`src/include/rv64_macros.svh`:
```
`ifndef RV64_MACROS_SVH
`define RV64_MACROS_SVH

// Machine widths
`define XLEN        64          // Data and address width
`define ILEN        32          // Instruction width

// Register file geometry
`define REG_COUNT   32          // x0 to x31
`define REG_ADDR_W  5           // Register index width

// Start address after reset
`define RESET_PC    64'h0

`endif
```
`src/verilog/rv64_regfile.sv`:
```
`timescale 1ns/10ps
`include "rv64_macros.svh"

module rv64_regfile (
    input  logic                   clock,
    input  logic                   reset_n,
    input  logic [`REG_ADDR_W-1:0] rs1_addr,
    input  logic [`REG_ADDR_W-1:0] rs2_addr,
    output logic [`XLEN-1:0]       rs1_data,
    output logic [`XLEN-1:0]       rs2_data,
    input  logic [`REG_ADDR_W-1:0] rd_addr,
    input  logic [`XLEN-1:0]       rd_data,
    input  logic                   rd_we
);

    logic [`XLEN-1:0] regs [`REG_COUNT];

    // Asynchronous reads
    assign rs1_data = regs[rs1_addr];
    assign rs2_data = regs[rs2_addr];

    always_ff @(posedge clock or negedge reset_n) begin
        if (!reset_n) begin
            for (int i = 0; i < `REG_COUNT; i++) begin
                regs[i] <= '0;
            end
        end else if (rd_we && rd_addr != '0) begin          // Writes to x0 dropped
            regs[rd_addr] <= rd_data;
        end
    end

    // x0 storage never picks up a write
    x0_reads_zero: assert property (@(posedge clock) disable iff (!reset_n)
        (rs1_addr != '0 || rs1_data == '0) && (rs2_addr != '0 || rs2_data == '0));

endmodule

```
`config.mk`:
```
export PLATFORM = sky130hd
export DESIGN_NAME = rv64_regfile
export DESIGN_NICKNAME = d
export VERILOG_FILES = /design/src/verilog/rv64_regfile.sv
export VERILOG_INCLUDE_DIRS = /design/src /design/src/include
export SDC_FILE = /design/constraint.sdc
export NUM_CORES = 2
export LEC_CHECK = 0
export BUFFER_PORTS_ARGS = -buffer_cell sky130_fd_sc_hd__buf_4
export CAP_MARGIN = 20
export CORE_MARGIN = 8
export CORE_UTILIZATION = 69
export DETAILED_ROUTE_END_ITERATION = 8
export PLACE_DENSITY_LB_ADDON = 0.2
export SLEW_MARGIN = 25
export SYNTH_ARGS = -nofsm -noshare
export SYNTH_HDL_FRONTEND = slang
export SYNTH_SLANG_ARGS = --single-unit
```
`constraint.sdc`:
```
create_clock -name clock -period 6.4 [get_ports clock]
set_input_delay 0.32 -clock clock [delete_from_list [all_inputs] [get_ports clock]]
set_output_delay 0.32 -clock clock [all_outputs]
set_load 0.05 [all_outputs]
```
* After elaboration in Yosys (flattened, before gate mapping)
Cells that the tools add are included.
** Storage, ports and cells
- Bits in registers :: 2048
- Output and inout port bits :: 128
- Input port bits :: 82
- Logic and storage cells :: 51
** Operators by class
- Bitwise operators :: 3
- Order comparisons :: 4
- Reductions and logical operators :: 3
- Muxes and demuxes :: 9
** Operator list (count)
- bitwise mux 2048 bit :: 1
- binary-select mux 64 bit (select 5 bit) :: 2
- demux 64 bit (select 5 bit) :: 1
- 2-to-1 mux 64 bit :: 5
- >= comparator 6 bit (second input constant) :: 3
- inverter 5 -> 6 bit :: 3
- < comparator 6 x 1 -> 1 bit (second input constant) :: 1
- nonzero test 5 bit :: 1
- logical AND 1 bit :: 2

* Logic depth before layout (Yosys ltp)
- Word-level depth :: 6
- Depth in mapped cells :: 9
- Mapped depth without buffers :: 4

* Worst setup path after synthesis
OpenSTA, ideal clock, no wires.
- Path kind :: in2out
- Start point :: input rs1_addr[1]
- End point :: output rs1_data[61]
- Buffers on the path :: 6
- Arrival time :: 2.832 ns
- Data required time :: 6.080 ns
- Setup slack :: 3.248 ns
- Stages on the path :: 8
- Path through :: buf_2 buf_2 buf_4 buf_4 buf_4 buf_4 mux2i_1 a221oi_1
** On the way
- Longest elaborated chain between the ends :: 4
** Ends and longest elaborated chain
- start: declaration :: line rv64_regfile.sv:7 : input logic [`REG_ADDR_W-1:0] rs1_addr,
- inverter 5 -> 6 bit (implied by the code) :: line rv64_regfile.sv:19 : assign rs1_data = regs[rs1_addr];
- binary-select mux 64 bit (select 5 bit) :: line rv64_regfile.sv:19
- 2-to-1 mux 64 bit (implied by the code) (2 in series) :: line rv64_regfile.sv:19
- end: declaration :: line rv64_regfile.sv:9 : output logic [`XLEN-1:0] rs1_data,
No other way between the ends. The select of a mux whose other input is x is not followed.

* Worst setup path in the final report
- Start point :: input rs1_addr[1]
- End point :: output rs1_data[30]
Same word-level chain as after synthesis.

==> results.toml <==
[status]
status = "complete, no violations"

[detailed_routing]
vias = 65400
drc = 0
route.top_layer_used = "met5"
drt_iter0_markers = 7035
met1_length_mm = 117
met3_length_mm = 30.4
wire_per_inst_microns = 35.4
viasPerCell = 7.64
met2_length_mm = 142
dr.pass1.iters = 5
ant_nets = 0
wirelength_mm = 303

[cells_and_area]
nNetsFinal = 6405
utilization = 0.762
areaGrowthSynthToFinish_pct = 10.1
top_register = "regs"
reg.largest.list = "regs x2048"
final_cell_mix = "2,149 x mux2_2, 2,048 x dfrtp_1, 1,160 x mux4_2"
drive_above_1_share = 0.622
post-route-cell-area_sq_mm = 0.119
final_common_cell = "mux2_2"
largest_reg_flops = 2048

[power]
p_per_area_mw_per_mm2 = 328
swShare = 0.276
p_seq_frac = 0.444
vdd_drop_max_mv = 0.294
power_leakage_nw = 51.3
power_mw = 38.9
internal-power_mw = 28.2
p_clk_frac = 0.333
netSwitchingPower_mw = 10.7
p_comb_frac = 0.223

[critical_path]
reg2reg_from = "regs[1689]"
crit_path_end_kind = "primary output"
cp_max_fo = 76
startpoint = "rs1_addr[1]"
criticalPathCategory = "in2out"
reg2reg_depth = 1
r2r_end = "regs[1689]"
cp_data_required_time_ns = 6.08
r2r_slack_ns = 5.56
crit_end = "rs1_data[30]"
cp.arrival_ns = 3.40
cp-start-kind = "input port"

[sta]
setup_ws_ns = 2.68
tns_ns = 0
period_share = 0.581
relSlewSlack = 0.212
max_freq_mhz = 269
rsz0062_at_grt = "no"
worst_clock_skew_ns = 0
worst_pin_slew_ns = 1.18
finalSetupViolCount = 0
fin_crit_ns = 3.72
hold_viol_final = 0
maxSlewViolCount = 0

[yosys]
yosys.area.top_type_share = 0.476
synth_top_area_cell = "dfrtp_1"
syn_area_per_cell_sq_um = 16.6
synth_area_leaders = "dfrtp_1 48%, mux4_2 24%, mux2_2 22%, clkbuf_1 1.8%, mux2i_1 1.4%"
ys_ff_latch = 2048
syn_area_sq_mm = 0.108
synth.distinct_cells = 32
yosys_warnings = 0
synthCells = 6481
seq_area_frac_synth = 0.476
syn_nets = 6563

[clock_network]
cts.sinks = 2048
clkTransAtPathRegs_ns = 0.06
ctsRootBufferMaster = "clkbuf_16"
cts_tree = "done"
post_cts_buffers = 0
clk_latency_ns = 0.83
cts_buffer_depth = 3
cts_inserted_buffers = 208
cts_max_level = 4

[floorplanning]
dieArea_sq_mm = 0.169
pin_count = 210
coreArea_sq_mm = 0.156
die_w_microns = 411
start_util = 0.692
die_h_microns = 411
rows = 145

[global_routing]
grt_pass1_wl_mm = 456
first_global_vias = 68800
track_usage = 0.362
overflow = 0
antenna_found_initial = 10
grt_start_max_net_pins = 183

[run]
drv_cap = 0

[placed_design]
io_buffers = 209
pre_cts_ws_ns = 2.64
hpwl_mm = 161
place_congestion = 0.795
placed_area_sq_mm = 0.111

[hold_path]
hold_class = "in2async"
routing by layer:
metal	vias up	GRT usage
li1	25100	-
met5	-	0
met3	795	0.0912
met4	12	0.143
met1	35900	0.513
met2	3585	0.552
Yosys cell counts:
cell type  instances
a21boi_0           2
mux2i_1          151
o21ai_0           11
nor2_2             4
clkbuf_1         529
and3_1             1
a221o_1            8
dfrtp_1         2048
nand2b_1           4
buf_1             34
nor3b_1            4
a211oi_1           4
o22a_1             9
nor3_1             1
a21o_1             2
mux4_2          1160
buf_2            174
buf_4             27
nor2b_1           14
and2_1             2
nand3b_1           4
a21oi_1            2
a221oi_1          40
nand3_1            2
buf_6              7
or3b_2             1
or2_2              4
mux2_2          2149
and3b_1            1
nor2_1            16
o22ai_1           48
nand2_1           18
power by group through the flow:
stage	Sequential, mW	Combinational, mW	Clock (mW)
6_report	17.3	8.67	13.0
2_1_floorplan	16.7	6.74	0
3_5_place_dp	17.4	8.59	0
5_1_grt	17.5	9.16	13.6
3_3_place_gp	17.1	8.34	0
4_1_cts	17.2	8.69	13.1
kinds of logic (layout without fill, tap and decap cells):
kind of cell	count (synthesis)	after routing	synth area share
muxes	3460	3460	0.481
DFF	2048	2048	0.476
buffers and inverters	771	786	0.0303
AOI/OAI and AO/OA	126	126	0.00868
and+or+nand+nor	76	76	0.00373
other	0	6	0
critical path, cell delays in order:
cell	delay [ns]
buf_8	0.62
buf_4	0.78
mux4_2	0.36
mux2_2	0.17
o22ai_1	0.08
a221oi_1	0.59
buf_4	0.32
worst min path at each step:
stage / startpoint / endpoint / slack [ns]
2_1_floorplan: reset_n / regs[0] / 0.02
3_3_place_gp: reset_n / regs[1863] / 0.37
3_5_place_dp: reset_n / regs[1863] / 0.37
4_1_cts: reset_n / regs[1863] / 0.14
5_1_grt: reset_n / regs[1543] / 0.17
6_report: reset_n / regs[1543] / 0.09
area by class of cell:
class,count,area (sq um)
diodes,6,15.0
clock buffers,298,6110
multi-input cells,3662,53500
well taps,2058,2570
flip-flops and latches,2048,51200
fillers,8805,37100
clock inverters,85,1190
repair buffers,403,3980
repair_timing:
action | in CTS | in global routing
gates resized for setup | 0 | 0
hold buffers | 65 | 0
endpoints found under the hold margin | 2123 | 0
metrics by stage:
step	hold WS, ns	std cells
floorplan	0.0244	6481
global placement	0.369	8099
detailed placement	0.370	8102
CTS	0.141	8550
global route	0.175	8555
finish	0.0923	8560
No activity file was read; power rests on OpenSTA's default activity.
