File: src/include/rv64_macros.svh
`ifndef RV64_MACROS_SVH
`define RV64_MACROS_SVH

// Machine widths
`define XLEN        64          // Data and address width
`define ILEN        32          // Instruction width

// Register file geometry
`define REG_COUNT   32          // x0 to x31
`define REG_ADDR_W  5           // Register index width

// Start address after reset
`define RESET_PC    64'h0

`endif
File: src/verilog/rv64_pkg.sv
package rv64_pkg;

    // Major opcodes kept by the core
    typedef enum logic [6:0] {
        op_lui    = 7'b0110111,
        op_auipc  = 7'b0010111,
        op_jal    = 7'b1101111,
        op_jalr   = 7'b1100111,
        op_branch = 7'b1100011,
        op_load   = 7'b0000011,
        op_store  = 7'b0100011,
        op_imm    = 7'b0010011,
        op_reg    = 7'b0110011
    } opcode_e;

    typedef enum logic [3:0] {
        alu_add,
        alu_sub,
        alu_slt,
        alu_sltu,
        alu_xor,
        alu_or,
        alu_and,
        alu_sll,
        alu_srl,
        alu_sra
    } alu_op_e;

    // Encoded as the branch funct3
    typedef enum logic [2:0] {
        br_eq  = 3'b000,
        br_ne  = 3'b001,
        br_lt  = 3'b100,
        br_ge  = 3'b101,
        br_ltu = 3'b110,
        br_geu = 3'b111
    } branch_e;

    typedef enum logic [2:0] {
        wb_none,                    // No register write
        wb_alu,
        wb_imm,                     // LUI
        wb_pc_imm,                  // AUIPC
        wb_pc4,                     // Link for JAL and JALR
        wb_load
    } wb_src_e;

    // Same as funct3[1:0] of loads and stores
    typedef enum logic [1:0] {
        size_byte   = 2'b00,
        size_half   = 2'b01,
        size_word   = 2'b10,
        size_double = 2'b11
    } mem_size_e;

endpackage

File: src/verilog/rv64_decoder.sv
`timescale 1ns/10ps
`include "rv64_macros.svh"

module rv64_decoder
    import rv64_pkg::*;
(
    input  logic [`ILEN-1:0]       ir,
    output logic [`REG_ADDR_W-1:0] rs1_addr,
    output logic [`REG_ADDR_W-1:0] rs2_addr,
    output logic [`REG_ADDR_W-1:0] rd_addr,
    output logic [`XLEN-1:0]       imm,
    output alu_op_e                alu_op,
    output logic                   alu_use_imm,
    output branch_e                branch_kind,
    output logic                   is_branch,
    output logic                   is_jal,
    output logic                   is_jalr,
    output wb_src_e                wb_src,
    output logic                   load,
    output logic                   store,
    output mem_size_e              mem_size,
    output logic                   load_unsigned
);

    opcode_e          opcode;
    logic [2:0]       funct3;
    logic             alt_bit;                      // funct7[5] picks sub and sra
    logic [`XLEN-1:0] imm_i;
    logic [`XLEN-1:0] imm_s;
    logic [`XLEN-1:0] imm_b;
    logic [`XLEN-1:0] imm_u;
    logic [`XLEN-1:0] imm_j;

    assign opcode   = opcode_e'(ir[6:0]);
    assign rd_addr  = ir[11:7];
    assign funct3   = ir[14:12];
    assign rs1_addr = ir[19:15];
    assign rs2_addr = ir[24:20];
    assign alt_bit  = ir[30];

    // Immediate formats, all sign extended from ir[31]
    assign imm_i = {{(`XLEN-12){ir[31]}}, ir[31:20]};           // Low 6 bits double as shamt
    assign imm_s = {{(`XLEN-12){ir[31]}}, ir[31:25], ir[11:7]};
    assign imm_b = {{(`XLEN-13){ir[31]}}, ir[31], ir[7], ir[30:25], ir[11:8], 1'b0};
    assign imm_u = {{(`XLEN-32){ir[31]}}, ir[31:12], 12'b0};
    assign imm_j = {{(`XLEN-21){ir[31]}}, ir[31], ir[19:12], ir[20], ir[30:21], 1'b0};

    assign branch_kind   = branch_e'(funct3);
    assign mem_size      = mem_size_e'(funct3[1:0]);
    assign load_unsigned = funct3[2];                           // LBU LHU LWU

    always_comb begin
        imm         = imm_i;
        alu_op      = alu_add;                                  // Address and JALR sum
        alu_use_imm = 1'b0;
        is_branch   = 1'b0;
        is_jal      = 1'b0;
        is_jalr     = 1'b0;
        wb_src      = wb_none;                                  // Unknown opcode is a no-op
        load        = 1'b0;
        store       = 1'b0;
        case (opcode)
            op_lui: begin
                imm    = imm_u;
                wb_src = wb_imm;
            end
            op_auipc: begin
                imm    = imm_u;
                wb_src = wb_pc_imm;
            end
            op_jal: begin
                imm    = imm_j;
                is_jal = 1'b1;
                wb_src = wb_pc4;
            end
            op_jalr: begin
                alu_use_imm = 1'b1;
                is_jalr     = 1'b1;
                wb_src      = wb_pc4;
            end
            op_branch: begin
                imm       = imm_b;
                is_branch = 1'b1;                               // Compare done on rs1 and rs2
            end
            op_load: begin
                alu_use_imm = 1'b1;
                load        = 1'b1;
                wb_src      = wb_load;
            end
            op_store: begin
                imm         = imm_s;
                alu_use_imm = 1'b1;
                store       = 1'b1;
            end
            op_imm, op_reg: begin
                alu_use_imm = (opcode == op_imm);
                wb_src      = wb_alu;
                case (funct3)
                    3'b000:  alu_op = (alt_bit && opcode == op_reg) ? alu_sub : alu_add;
                    3'b001:  alu_op = alu_sll;
                    3'b010:  alu_op = alu_slt;
                    3'b011:  alu_op = alu_sltu;
                    3'b100:  alu_op = alu_xor;
                    3'b101:  alu_op = alt_bit ? alu_sra : alu_srl;  // SRAI keeps bit 30 too
                    3'b110:  alu_op = alu_or;
                    default: alu_op = alu_and;
                endcase
            end
            default: begin
            end
        endcase
    end

endmodule

File: config.mk
export PLATFORM = sky130hd
export DESIGN_NAME = rv64_decoder
export DESIGN_NICKNAME = d
export VERILOG_FILES = /design/src/verilog/rv64_pkg.sv /design/src/verilog/rv64_decoder.sv
export VERILOG_INCLUDE_DIRS = /design/src /design/src/include
export SDC_FILE = /design/constraint.sdc
export NUM_CORES = 1
export LEC_CHECK = 0
export BUFFER_PORTS_ARGS = -buffer_cell sky130_fd_sc_hd__clkbuf_2
export CORE_AREA = 4 4 56 68
export DETAILED_ROUTE_END_ITERATION = 8
export DIE_AREA = 0 0 60 72
export GPL_TIMING_DRIVEN = 0
export PLACE_DENSITY = 0.9
export SYNTH_ARGS = -nofsm -noshare
export SYNTH_HDL_FRONTEND = slang
export SYNTH_SLANG_ARGS = --single-unit
File: constraint.sdc
create_clock -name vclk -period 3
set_clock_uncertainty 0.15 [all_clocks]
set_input_delay 0.75 -clock vclk [all_inputs]
set_output_delay 0.75 -clock vclk [all_outputs]
set_load 0.03 [all_outputs]
# [Yosys cells after proc, flatten, opt, wreduce, memory -nomap -nowiden]
# Index checks and enable logic that the tools add are counted.
[totals] register_bits=0 inputBits=32 out_inout_bits=98 elab_cells=33
[classes] eq_ne=15 mux=12 n_reduce_logical=6
[op_table] op="$pmux 31 s4" count=1
[op_table] op="$pmux 4 s7" count=1
[op_table] op="$eq 7x6->1 const B" count=3
[op_table] op="$eq 7x7->1 const B" count=3
[op_table] op="$pmux 3 s5" count=1
[op_table] op="$eq 7x5->1 const B" count=2
[op_table] op="$eq 3x3->1 const B" count=3
[op_table] op="$eq 7x2->1 const B" count=1
[op_table] op="$mux 1" count=7
[op_table] op="$eq 3x2->1 const B" count=2
[op_table] op="$reduce_or 2->1" count=3
[op_table] op="$mux 4" count=1
[op_table] op="$eq 3x1->1 const B" count=1
[op_table] op="$logic_not 3->1" count=1
[op_table] op="$reduce_or 3->1" count=1
[op_table] op="$pmux 1 s2" count=1
[op_table] op="$logic_and 1x1->1" count=1

# [Longest topological paths before layout]
[depth] depth_word=5 depth_mapped=6 ltp_nobuf=3

# [Worst setup path after synthesis]
# No wires, ideal clock.
[synth_timing] path_kind="input to output" from="input ir[3]" to="output imm[14]" t_arrival_ns=2.181 required_ns=2.100 path_slack_ns=-0.081 path_stages=4 path_cell_list="buf_4 or3b_4 a21oi_4 mux2i_1"
[synth_via] elab_chain_cells=3 word_cells_on_any_way=7 cone_classes="eq/ne: 5; mux: 1; reduce/logical: 1"
[synth_lines] item="start: declaration" line="rv64_decoder.sv:7" rtl="input logic [`ILEN-1:0] ir,"
[synth_lines] item="$eq 7x5->1 or $eq 7x6->1 (tied branches)" line="rv64_decoder.sv:62" rtl="case (opcode)"
[synth_lines] item="$reduce_or 2->1 (no line)"
[synth_lines] item="$pmux 31 s4 *" line="rv64_decoder.sv:62"
[synth_lines] item="end: declaration" line="rv64_decoder.sv:11" rtl="output logic [`XLEN-1:0] imm,"
# Mark *: on every way between the ends. The rest lies on a longest branch, timed or not.

# [Worst setup path after layout]
[layout_timing] from="input ir[6]" to="output imm[16]"
# Same word-level chain as after synthesis.

==> flow_summary.yaml <==
status:
  run_status: "finished, violations left"
  violations: "setup timing"
place:
  gp_congestion: 0.8936
  post_dp_cell_area_um2: 1732
  io_buffers: 127
  dp_hpwl_um: 3346
drt:
  num_vias: 1518
  drt_iter0_drc: 48
  post_drt_wl_per_cell_um: 14.58
  wl_um: 4593
  dr.pass1.iters: 4
  drc: 0
  viasPerCell: 4.819
  ant_nets: 0
synth:
  yosys.area.top_type: "buf_4"
  yosysMostFrequentCell: "buf_4"
  yosysSeqAreaShare: 0
  syn-num-nets: 179
  ys_top_cells_by_area: "buf_4 40%, a21o_1 7.9%, mux2_2 7.6%"
  syn_inst: 147
  synth.cell_area_um2: 1040
  syn_area_per_cell_um2: 7.073
  synthDistinctLibCells: 36
  yosys-top-cells-count: "56 x buf_4, 11 x a21o_1, 10 x nor2b_1"
  synth_top_area_share: 0.4043
  yosys_warnings: 0
layout:
  layout.nets: 312
  seqCellArea_um2: 0
  clkbuf_count: 0
  seq_cell_count: 0
  final_cell_area_um2: 1912
  drive_gt1_frac: 0.7518
  antenna_cells: 0
  fillCellCount: 291
  area_delta_synth_final_pct: 83.87
floorplan:
  die_h_um: 72
  ios: 130
  start_util: 0.3226
  die-area_um2: 4320
  core_area_um2: 3223
  die_w_um: 60
  core.rowCount: 23
setup_path:
  crit_fanout: 4
  worstPathArrival_ns: 2.11
  worstPathRequired_ns: 2.10
  endpoint: "imm[16]"
  critPathKind: "in -> out"
  startpoint: "ir[6]"
  startpoint_type: "input pin"
  path_cells: "buf_8, or3b_4, a21oi_4, buf_6, mux2_2, buf_6"
  cp_common_cell: "buf_6"
  cp-end-kind: "primary output"
  critPathSlowestCell: "or3b_4"
  max_stage_delay_ns: 0.41
sta:
  rsz0062_at_grt: "true"
  drv_slew: 0
  setup_viol: 2
  period_needed_ns: 3.008
  timing.fmax_mhz: 332.4
  layout_setup_ws_ns: -0.008356
  hold_viol: 0
  max_slew.worst_pin.slew_ns: 0.4185
  holdWs_ns: 1.684
  post-route-period-util: 1.003
  slew_headroom: 0.7202
power:
  combPwrFrac: 1.000
  seq_power_share: 0
  power.internal_uw: 144.5
  clockPowerShare: 0
  power_density_nw_per_um2: 195.1
  max-vdd-ir-drop_uv: 125.2
  p_sw_uw: 228.5
  swShare: 0.6127
  p_leak_nw: 1.155
global_routing:
  grt.total_usage: 0.1802
  grt_max_degree: 43
  overflow: 0
  grt_pass1_vias: 1385
  antenna_found_initial: 0
  grt_pass1_wl_um: 6279
worst_hold_path:
  hp-class: "in -> out"
run:
  maxCapViolCount: 0
## power by group through the flow
stage | clock [mW] | sequential (mW) | combinational (mW)
final | 0 | 0 | 0.373
after global routing | 0 | 0 | 0.393
after CTS | 0 | 0 | 0.355
after detailed placement | 0 | 0 | 0.348
after global placement | 0 | 0 | 0.344
after floorplan | 0 | 0 | 0.244
## stage by stage
step	cells	setup TNS, ns	power [mW]	setup slack (ns)	utilization
global route	315	-0.1497	0.3927	-0.03821	0.5932
CTS	315	-0.01022	0.3551	-0.01022	0.5637
detailed placement	311	-5.253	0.3480	-0.3176	0.5373
floorplan	147	-0.02441	0.2442	-0.02441	-
finish	315	-0.01391	0.3730	-0.008356	0.5932
global placement	311	-4.215	0.3438	-0.2904	0.5373
## cells by family (layout without fill, tap and decap cells)
family / after synthesis / in the layout / synth area share
buf+inv: 66 / 197 / 0.4428
simple gates: 41 / 41 / 0.2383
mux: 8 / 8 / 0.08544
compound gates: 30 / 30 / 0.2154
xor+xnor: 1 / 1 / 0.008425
fa+ha+maj: 1 / 1 / 0.009627
## worst max-delay path, delay by kind of cell
family,cells,cell delay (ns)
mux,1,0.35
simple gates,1,0.41
compound gates,1,0.21
buf+inv,3,0.38
## per-layer routing
layer | wire, um | track usage
met1 | 1525 | 0.1923
met4 | 92 | 0.04433
met5 | 0 | 0
met2 | 2463 | 0.3486
met3 | 511 | 0.03381
## cells in the final DEF (no fill, tap or decap), types with 3 or more instances in the layout
cell type | netlist | layout
o21ai_0 | 4 | 4
clkbuf_2 | 1 | 120
nor2_1 | 7 | 7
buf_8 | 0 | 5
buf_6 | 0 | 9
a21oi_1 | 3 | 3
mux2_4 | 0 | 4
buf_4 | 56 | 56
inv_1 | 4 | 4
nor2b_1 | 10 | 10
a22o_1 | 4 | 4
clkbuf_4 | 0 | 3
nand3_1 | 4 | 4
nand2_1 | 4 | 4
mux2_2 | 7 | 3
a21o_1 | 11 | 11
## worst min path at each step
stage | depth (start not counted) | from | end | slack, ns
floorplan | 1 | ir[12] | branch_kind[0] | 1.48
global placement | 3 | ir[7] | rd_addr[0] | 1.71
detailed placement | 3 | ir[7] | rd_addr[0] | 1.71
CTS | 3 | ir[4] | wb_src[2] | 1.71
global route | 3 | ir[4] | load | 1.70
finish | 3 | ir[4] | load | 1.68
## area by class of cell
class	instances	area, um^2	area share
multi-input cells	81	630.6	0.3298
plain buffers	62	466.7	0.2441
well taps	37	46.29	0.02421
inverters	4	15.01	0.007853
repair buffers	131	753.2	0.3940
## timing repair
action,4_1_cts,5_1_grt
resized for setup,16,40
setup buffers,4,0
hold buffers,0,0
pin swaps,1,2
setup endpoints to repair,26,27
Note: power is estimated with default switching activity, not from simulation.
