File: config.mk
export PLATFORM = sky130hd
export DESIGN_NAME = rv64_load_store
export DESIGN_NICKNAME = d
export VERILOG_FILES = /design/src/verilog/rv64_pkg.sv /design/src/verilog/rv64_load_store.sv
export VERILOG_INCLUDE_DIRS = /design/src /design/src/include
export SDC_FILE = /design/constraint.sdc
export NUM_CORES = 1
export LEC_CHECK = 0
export ABC_AREA = 1
export BUFFER_PORTS_ARGS = -buffer_cell sky130_fd_sc_hd__buf_2
export CAP_MARGIN = 30
export CORE_AREA = 5 5 149 151
export DETAILED_ROUTE_END_ITERATION = 8
export DIE_AREA = 0 0 154 156
export SLEW_MARGIN = 20
export SYNTH_ARGS = -nofsm -noshare
export SYNTH_HDL_FRONTEND = slang
export SYNTH_SLANG_ARGS = --single-unit
File: constraint.sdc
create_clock -name vclk -period 1.55
set_clock_uncertainty 0.2 [all_clocks]
set_input_delay 0.31 -clock vclk [all_inputs]
set_output_delay 0.31 -clock vclk [all_outputs]
set_load 0.05 [all_outputs]
File: src/include/rv64_macros.svh
`ifndef RV64_MACROS_SVH
`define RV64_MACROS_SVH

// Machine widths
`define XLEN        64          // Data and address width
`define ILEN        32          // Instruction width

// Register file geometry
`define REG_COUNT   32          // x0 to x31
`define REG_ADDR_W  5           // Register index width

// Start address after reset
`define RESET_PC    64'h0

`endif
File: src/verilog/rv64_pkg.sv
package rv64_pkg;

    // Major opcodes kept by the core
    typedef enum logic [6:0] {
        op_lui    = 7'b0110111,
        op_auipc  = 7'b0010111,
        op_jal    = 7'b1101111,
        op_jalr   = 7'b1100111,
        op_branch = 7'b1100011,
        op_load   = 7'b0000011,
        op_store  = 7'b0100011,
        op_imm    = 7'b0010011,
        op_reg    = 7'b0110011
    } opcode_e;

    typedef enum logic [3:0] {
        alu_add,
        alu_sub,
        alu_slt,
        alu_sltu,
        alu_xor,
        alu_or,
        alu_and,
        alu_sll,
        alu_srl,
        alu_sra
    } alu_op_e;

    // Encoded as the branch funct3
    typedef enum logic [2:0] {
        br_eq  = 3'b000,
        br_ne  = 3'b001,
        br_lt  = 3'b100,
        br_ge  = 3'b101,
        br_ltu = 3'b110,
        br_geu = 3'b111
    } branch_e;

    typedef enum logic [2:0] {
        wb_none,                    // No register write
        wb_alu,
        wb_imm,                     // LUI
        wb_pc_imm,                  // AUIPC
        wb_pc4,                     // Link for JAL and JALR
        wb_load
    } wb_src_e;

    // Same as funct3[1:0] of loads and stores
    typedef enum logic [1:0] {
        size_byte   = 2'b00,
        size_half   = 2'b01,
        size_word   = 2'b10,
        size_double = 2'b11
    } mem_size_e;

endpackage

File: src/verilog/rv64_load_store.sv
`timescale 1ns/10ps
`include "rv64_macros.svh"

module rv64_load_store
    import rv64_pkg::*;
(
    input  logic             load,
    input  logic             store,
    input  mem_size_e        mem_size,
    input  logic             load_unsigned,
    input  logic [`XLEN-1:0] addr,
    input  logic [`XLEN-1:0] rs2_data,
    input  logic [`XLEN-1:0] mem_data_in,
    output logic [`XLEN-1:0] mem_addr,
    output logic [`XLEN-1:0] mem_data_out,
    output logic             mem_we,
    output logic [`XLEN-1:0] load_data
);

    logic [`XLEN-1:0] load_ext;
    logic             sign_fill;                            // Fill bit for upper bytes

    assign mem_addr = addr;
    assign mem_we   = store;                                // Already gated by enable

    // Store data zero extended above the access size
    always_comb begin
        case (mem_size)
            size_byte: mem_data_out = {{(`XLEN-8){1'b0}}, rs2_data[7:0]};
            size_half: mem_data_out = {{(`XLEN-16){1'b0}}, rs2_data[15:0]};
            size_word: mem_data_out = {{(`XLEN-32){1'b0}}, rs2_data[31:0]};
            default:   mem_data_out = rs2_data;
        endcase
    end

    always_comb begin
        case (mem_size)
            size_byte: sign_fill = mem_data_in[7];
            size_half: sign_fill = mem_data_in[15];
            default:   sign_fill = mem_data_in[31];
        endcase
        sign_fill = sign_fill & ~load_unsigned;
        case (mem_size)
            size_byte: load_ext = {{(`XLEN-8){sign_fill}}, mem_data_in[7:0]};
            size_half: load_ext = {{(`XLEN-16){sign_fill}}, mem_data_in[15:0]};
            size_word: load_ext = {{(`XLEN-32){sign_fill}}, mem_data_in[31:0]};
            default:   load_ext = mem_data_in;              // LD
        endcase
    end

    assign load_data = load ? load_ext : '0;

endmodule

## Yosys cells after proc, flatten, opt, wreduce, memory -nomap -nowiden

Index checks and enable logic that the tools add are counted.

| operators by class | value |
|---|---|
| equality and inequality tests | 2 |
| mux-type cells | 4 |
| bitwise gates (word level) | 2 |
| reductions and logical operators | 1 |

Operators with widths:

| cell | count |
|---|---|
| case mux 64 bit (3 select lines) | 2 |
| two-way mux 64 bit | 1 |
| == test 2 x 1 -> 1 bit (second input constant) | 1 |
| == test 2 bit (second input constant) | 1 |
| zero test 2 bit | 1 |
| case mux 1 bit (2 select lines) | 1 |
| AND 1 bit | 1 |
| NOT 1 bit | 1 |

| word-level totals | value |
|---|---|
| register bits | 0 |
| output and inout bits | 193 |

## Depth between registers and ports, before layout

Gate-level depths: netlist (run 1).

| logic depth | value |
|---|---|
| depth after elaboration | 5 |
| gate-level depth with buffers | 8 |

## Worst setup path before layout (run 1)

Ideal clock, no wire load.

| timing path | value |
|---|---|
| kind | in2out |
| start point | input mem_size[1] |
| end point | output load_data[22] |
| data arrival time | 1.711 ns |
| path slack | -0.671 ns |
| stages | 5 |
| buffers on the path | 2 |
| path through | buf_6 > a21oi_4 > nand4_2 > buf_6 > a21oi_1 |

| between the ends | value |
|---|---|
| longest elaborated chain between the ends | 5 |
| elaborated cells on any way between the ends | 7 |
| classes of those cells | eq/ne: 2; mux: 3; bitwise: 1; reduce/logical: 1 |

RTL lines:

| element | line | source |
|---|---|---|
| start: declaration | rv64_load_store.sv:9 | `input mem_size_e mem_size,` |
| == test 2 x 1 -> 1 bit or zero test 2 bit (tied branches) | rv64_load_store.sv:37, rv64_load_store.sv:43 |  |
| case mux 1 bit (2 select lines) | rv64_load_store.sv:37 | `case (mem_size)` |
| AND 1 bit | rv64_load_store.sv:42 | `sign_fill = sign_fill & ~load_unsigned;` |
| case mux 64 bit (3 select lines) * | rv64_load_store.sv:43 | `case (mem_size)` |
| two-way mux 64 bit * | rv64_load_store.sv:51 | `assign load_data = load ? load_ext : '0;` |
| end: declaration | rv64_load_store.sv:17 | `` output logic [`XLEN-1:0] load_data `` |

Every way passes the cells marked *; elsewhere a longest branch is shown, timed or not.

## Worst setup path in the final report (run 1)

| timing path | value |
|---|---|
| start point | input mem_size[1] |
| end point | output load_data[19] |

The elaborated chain is that of the path after synthesis.

==> flow_summary.toml, run 1 <==
[run_status]
status = "finished, violations left"
violations = "negative setup slack"

[timing]
layout_setup_ws_ns = -0.297
fin_crit_ns = 1.85
hold_ws_ns = 0.420
period_share_pct = 119
rsz0062_at_grt = "true"
slew_headroom_pct = 79.6
max_freq_mhz = 542
fin_setup_tns_ns = -22.60
worst_slew_pin_slew_ns = 0.306
final-hold-violation-count = 0
maxSlewViolCount = 0
setup_viol = 104

[route]
dr_wl_met2_um = 5260
drc = 0
viasPerCell = 3.40
detail_route.iter0.violations = 81
met3RoutedLength_um = 1860
drt-met1-wl_um = 3650
wl_per_cell_um = 13.4
routed_wl_um = 10900
top_layer_used = "met5"
firstDrtPassIters = 4
vias = 2774
drtAntennaViolNets = 0

[floorplan]
dieArea_sq_um = 24000
rows = 53
core_sq_um = 20700
pin_count = 390
die_h_um = 156
start_util_pct = 8.48
die_w_um = 154

[global_route]
grt_pass1_wl_um = 15300
grt_max_degree = 32
grt-ovfl-total = 0
antenna_found_initial = 0
grt_pass1_vias = 2964
grt_usage_pct = 7.71

[logic_synthesis]
netlist_area_sq_um = 1750
yosys_warnings = 0
synth-seq-area-share_pct = 0
netlist_instances = 350
syn_avg_cell_area_sq_um = 5.01
ys_types = 18
syn_nets = 547

[critical_path]
cp.required_ns = 1.04
arrival_ns = 1.34
cp_max_fo = 15
endpoint_kind = "output port"
crit_start = "mem_size[1]"
start_kind = "input pin"
crit_type = "input pin to output port"

[hold_path]
whs_path_depth = 0
hp-class = "input pin to output port"
min-delay-start = "addr[31]"

[finish]
clockBufferCount = 0
fin_cells = 815
most-common-layout-cells = "buf_2, buf_6, nor2_4"
seq_area_sq_um = 0
nFillCells = 2202
stdcell_area_sq_um = 4850
multi_input_area_sq_um = 1640
mostFrequentLayoutCell = "buf_2"
diodes = 0
area_delta_synth_final_pct = 176
seq_cells = 0
layout.nets = 739
layout-drive-gt1-share_pct = 75.4

[placement]
dpl-instance-area_sq_um = 3820
placed_cells = 807
place_worst_setup_slack_ns = -0.476
place_congestion = 0.829
hpwlAfterDp_um = 8010
placement.io_buffers = 244

[job]
cap_violations = 0

[power]
power_density_nw_per_um2 = 404
p_leak_nw = 2.33
ir_worst_vdd_mv = 0.206
-- power breakdown --
| group | internal, mW | switching [mW] |
|---|---|---|
| Clock | 0 | 0 |
| Sequential | 0 | 0 |
| Combinational | 0.755 | 1.20 |
| Total | 0.755 | 1.20 |
-- path summary, 6_finish.rpt --
path,to,slack (ns)
setup / recovery,load_data[19],-0.30
hold / removal,mem_addr[31],0.42
-- logic make-up after synthesis --
group / after synthesis / share of synthesized area, %
AO/OA/AOI/OAI: 26 / 8.27
buffers and inverters: 161 / 52.9
AND/OR/NAND/NOR: 163 / 38.9
-- routing by layer --
layer | global-route usage (%) | vias up
li1 | - | 1307
met1 | 8.33 | 1189
met2 | 13.0 | 264
met4 | 0.631 | 4
met5 | 3.57 | -
met3 | 4.94 | 10
-- Yosys cell counts, drive strengths merged --
cell type,n,area (sq um)
nand3,1,5.00
nand4,2,25.0
nand3b,1,20.0
a21oi,26,145
nand2,54,205
clkbuf,4,15.0
inv,69,259
nor2,105,427
buf,88,653
-- per-stage QoR --
| step | utilization, % | power (mW) |
|---|---|---|
| after global routing | 23.4 | 2.06 |
| after CTS | 22.5 | 1.91 |
| after detailed placement | 18.5 | 1.59 |
| after global placement | 18.5 | 1.58 |
| after floorplan | - | 1.68 |
| final | 23.4 | 1.96 |
-- worst max-delay path: stages --
cell and delay, ns:
buf_12 0.11, a21oi_4 0.14, buf_4 0.16, nand4_4 0.09
buf_12 0.19, a21oi_2 0.15, buf_6 0.17
-- repair_timing --
item	CTS	global route
setup buffers	1	1
setup endpoints to repair	113	120
hold buffers	0	0
pin swaps	3	1
resized for setup	228	31
gates cloned	3	4
-- cell type report --
class              count  share of cell area, %
well taps            275                   7.10
repair buffers       282                   52.3
multi-input cells    189                   33.8
inverters             69                   6.74
Note: power is estimated with default switching activity, not from simulation.
==> inputs of run 2 (changes only) <==
Settings changed: BUFFER_PORTS_ARGS -buffer_cell sky130_fd_sc_hd__buf_2 to -buffer_cell sky130_fd_sc_hd__clkbuf_2, PLACE_DENSITY set to 0.35.
==> run 2 against run 1 <==
The run still ends with negative setup slack left; clock-buffer cell count unchanged; design area increased by 21%; combinational power increased by 18%; die area unchanged; final cell count increased by 0.37%; non-clock buffer count increased by 3; global-route usage increased by 0.80 points; critical path depth unchanged; total power increased by 19%; maximum frequency decreased by 0.76%; wire length increased by 1.0%.
==> flow_summary.toml, run 2 (synthesized netlist as in run 1, its figures left out) <==
[floorplan]
start_util_pct = 8.48
die_w_um = 154
die_h_um = 156
core_sq_um = 20700
rows = 53
dieArea_sq_um = 24000
pin_count = 390

[timing]
max_freq_mhz = 537
hold_ws_ns = 0.420
worst_slew_pin_slew_ns = 0.239
fin_setup_tns_ns = -19.63
fin_crit_ns = 1.86
slew_headroom_pct = 84.0
setup_viol = 89
layout_setup_ws_ns = -0.311
final-hold-violation-count = 0
maxSlewViolCount = 0
rsz0062_at_grt = "true"
period_share_pct = 120

[finish]
nFillCells = 2151
seq_area_sq_um = 0
most-common-layout-cells = "clkbuf_2, buf_12, nor2_4"
layout.nets = 742
layout-drive-gt1-share_pct = 78.8
stdcell_area_sq_um = 5880
diodes = 0
seq_cells = 0
clockBufferCount = 0
mostFrequentLayoutCell = "clkbuf_2"
area_delta_synth_final_pct = 235

[hold_path]
hp-class = "input pin to output port"
whs_path_depth = 0
min-delay-start = "addr[50]"

[power]
p_leak_nw = 2.72
p_total_mw = 2.32
ir_worst_vdd_mv = 0.195
power_density_nw_per_um2 = 395

[critical_path]
crit_top_cell = "buf_12"
crit_type = "input pin to output port"
arrival_ns = 1.35
cp_max_fo = 15
slowest_delay_ns = 0.19
cp.required_ns = 1.04
endpoint_kind = "output port"
worstSetupEndpoint = "load_data[29]"
crit_start = "mem_size[1]"
crit_slowest_cell = "buf_12"
start_kind = "input pin"
path_cells = "buf_12 > a21oi_4 > buf_4 > nand4_4 > buf_12 > a21oi_4 > buf_12"

[global_route]
grt-ovfl-total = 0
grt_max_degree = 18
grt_usage_pct = 8.52
grt_pass1_wl_um = 16800
antenna_found_initial = 0
grt_pass1_vias = 3022

[run_status]
status = "finished, violations left"
violations = "negative setup slack"

[placement]
placement.io_buffers = 244
place_congestion = 0.745
place_worst_setup_slack_ns = -0.525
dpl-instance-area_sq_um = 4790
hpwlAfterDp_um = 8740

[route]
viasPerCell = 3.31
detail_route.iter0.violations = 58
drc = 0
firstDrtPassIters = 4
wl_per_cell_um = 13.5
vias = 2705
routed_wl_um = 11000
drtAntennaViolNets = 0

[job]
cap_violations = 0
[run 2: cell types whose count changed in the layout (fill, tap and decap cells not counted), sizes merged]
cell	before	now
bufbuf	0	2
clkinvlp	18	17
buf	278	153
clkbuf	4	130
inv	51	52
[run 2: worst min path at each step]
stage | to | slack (ns)
finish | mem_addr[50] | 0.42
global route | mem_addr[50] | 0.42
CTS | mem_addr[20] | 0.42
detailed placement | mem_addr[20] | 0.42
global placement | mem_addr[20] | 0.42
floorplan | mem_data_out[32] | 0.57
[run 2: final cells by class]
cell class | instances | area [sq um] | area share, %
Multi-Input combinational cell | 189 | 1790 | 30.4
Timing Repair Buffer | 285 | 3430 | 58.3
Inverter | 69 | 323 | 5.49
Tap cell | 275 | 344 | 5.85
[run 2: metrics by stage]
step                cells  util (%)
floorplan             350         -
global placement      807      23.2
detailed placement    807      23.2
CTS                   816      27.5
global route          818      28.4
finish                818      28.4
[run 2: metal layers]
metal  global-route usage, %  share of wire (%)  wire, um  up-vias
met5                    1.39               0.38        42        -
met2                    14.4                 49      5370      240
met4                   0.925                1.2       136        2
met3                    5.71                 17      1870       12
met1                    9.06                 33      3630     1138
li1                        -                  -         -     1313
[run 2: critical path, delay by kind of cell]
family	cells	cell delay (ns)
simple gates	1	0.08
compound gates	2	0.32
buf+inv	4	0.62
[run 2: power breakdown]
group | switching [mW] | internal, mW
Clock | 0 | 0
Combinational | 1.28 | 1.05
Sequential | 0 | 0
Total | 1.28 | 1.05
[run 2: repair_timing]
item | in CTS | in global routing
buffers inserted | 3 | 3
endpoints found under the setup margin | 119 | 117
endpoints found under the hold margin | 0 | 0
resized for setup | 157 | 83
pin swaps | 6 | 18
hold buffers | 0 | 0
gates cloned | 7 | 0
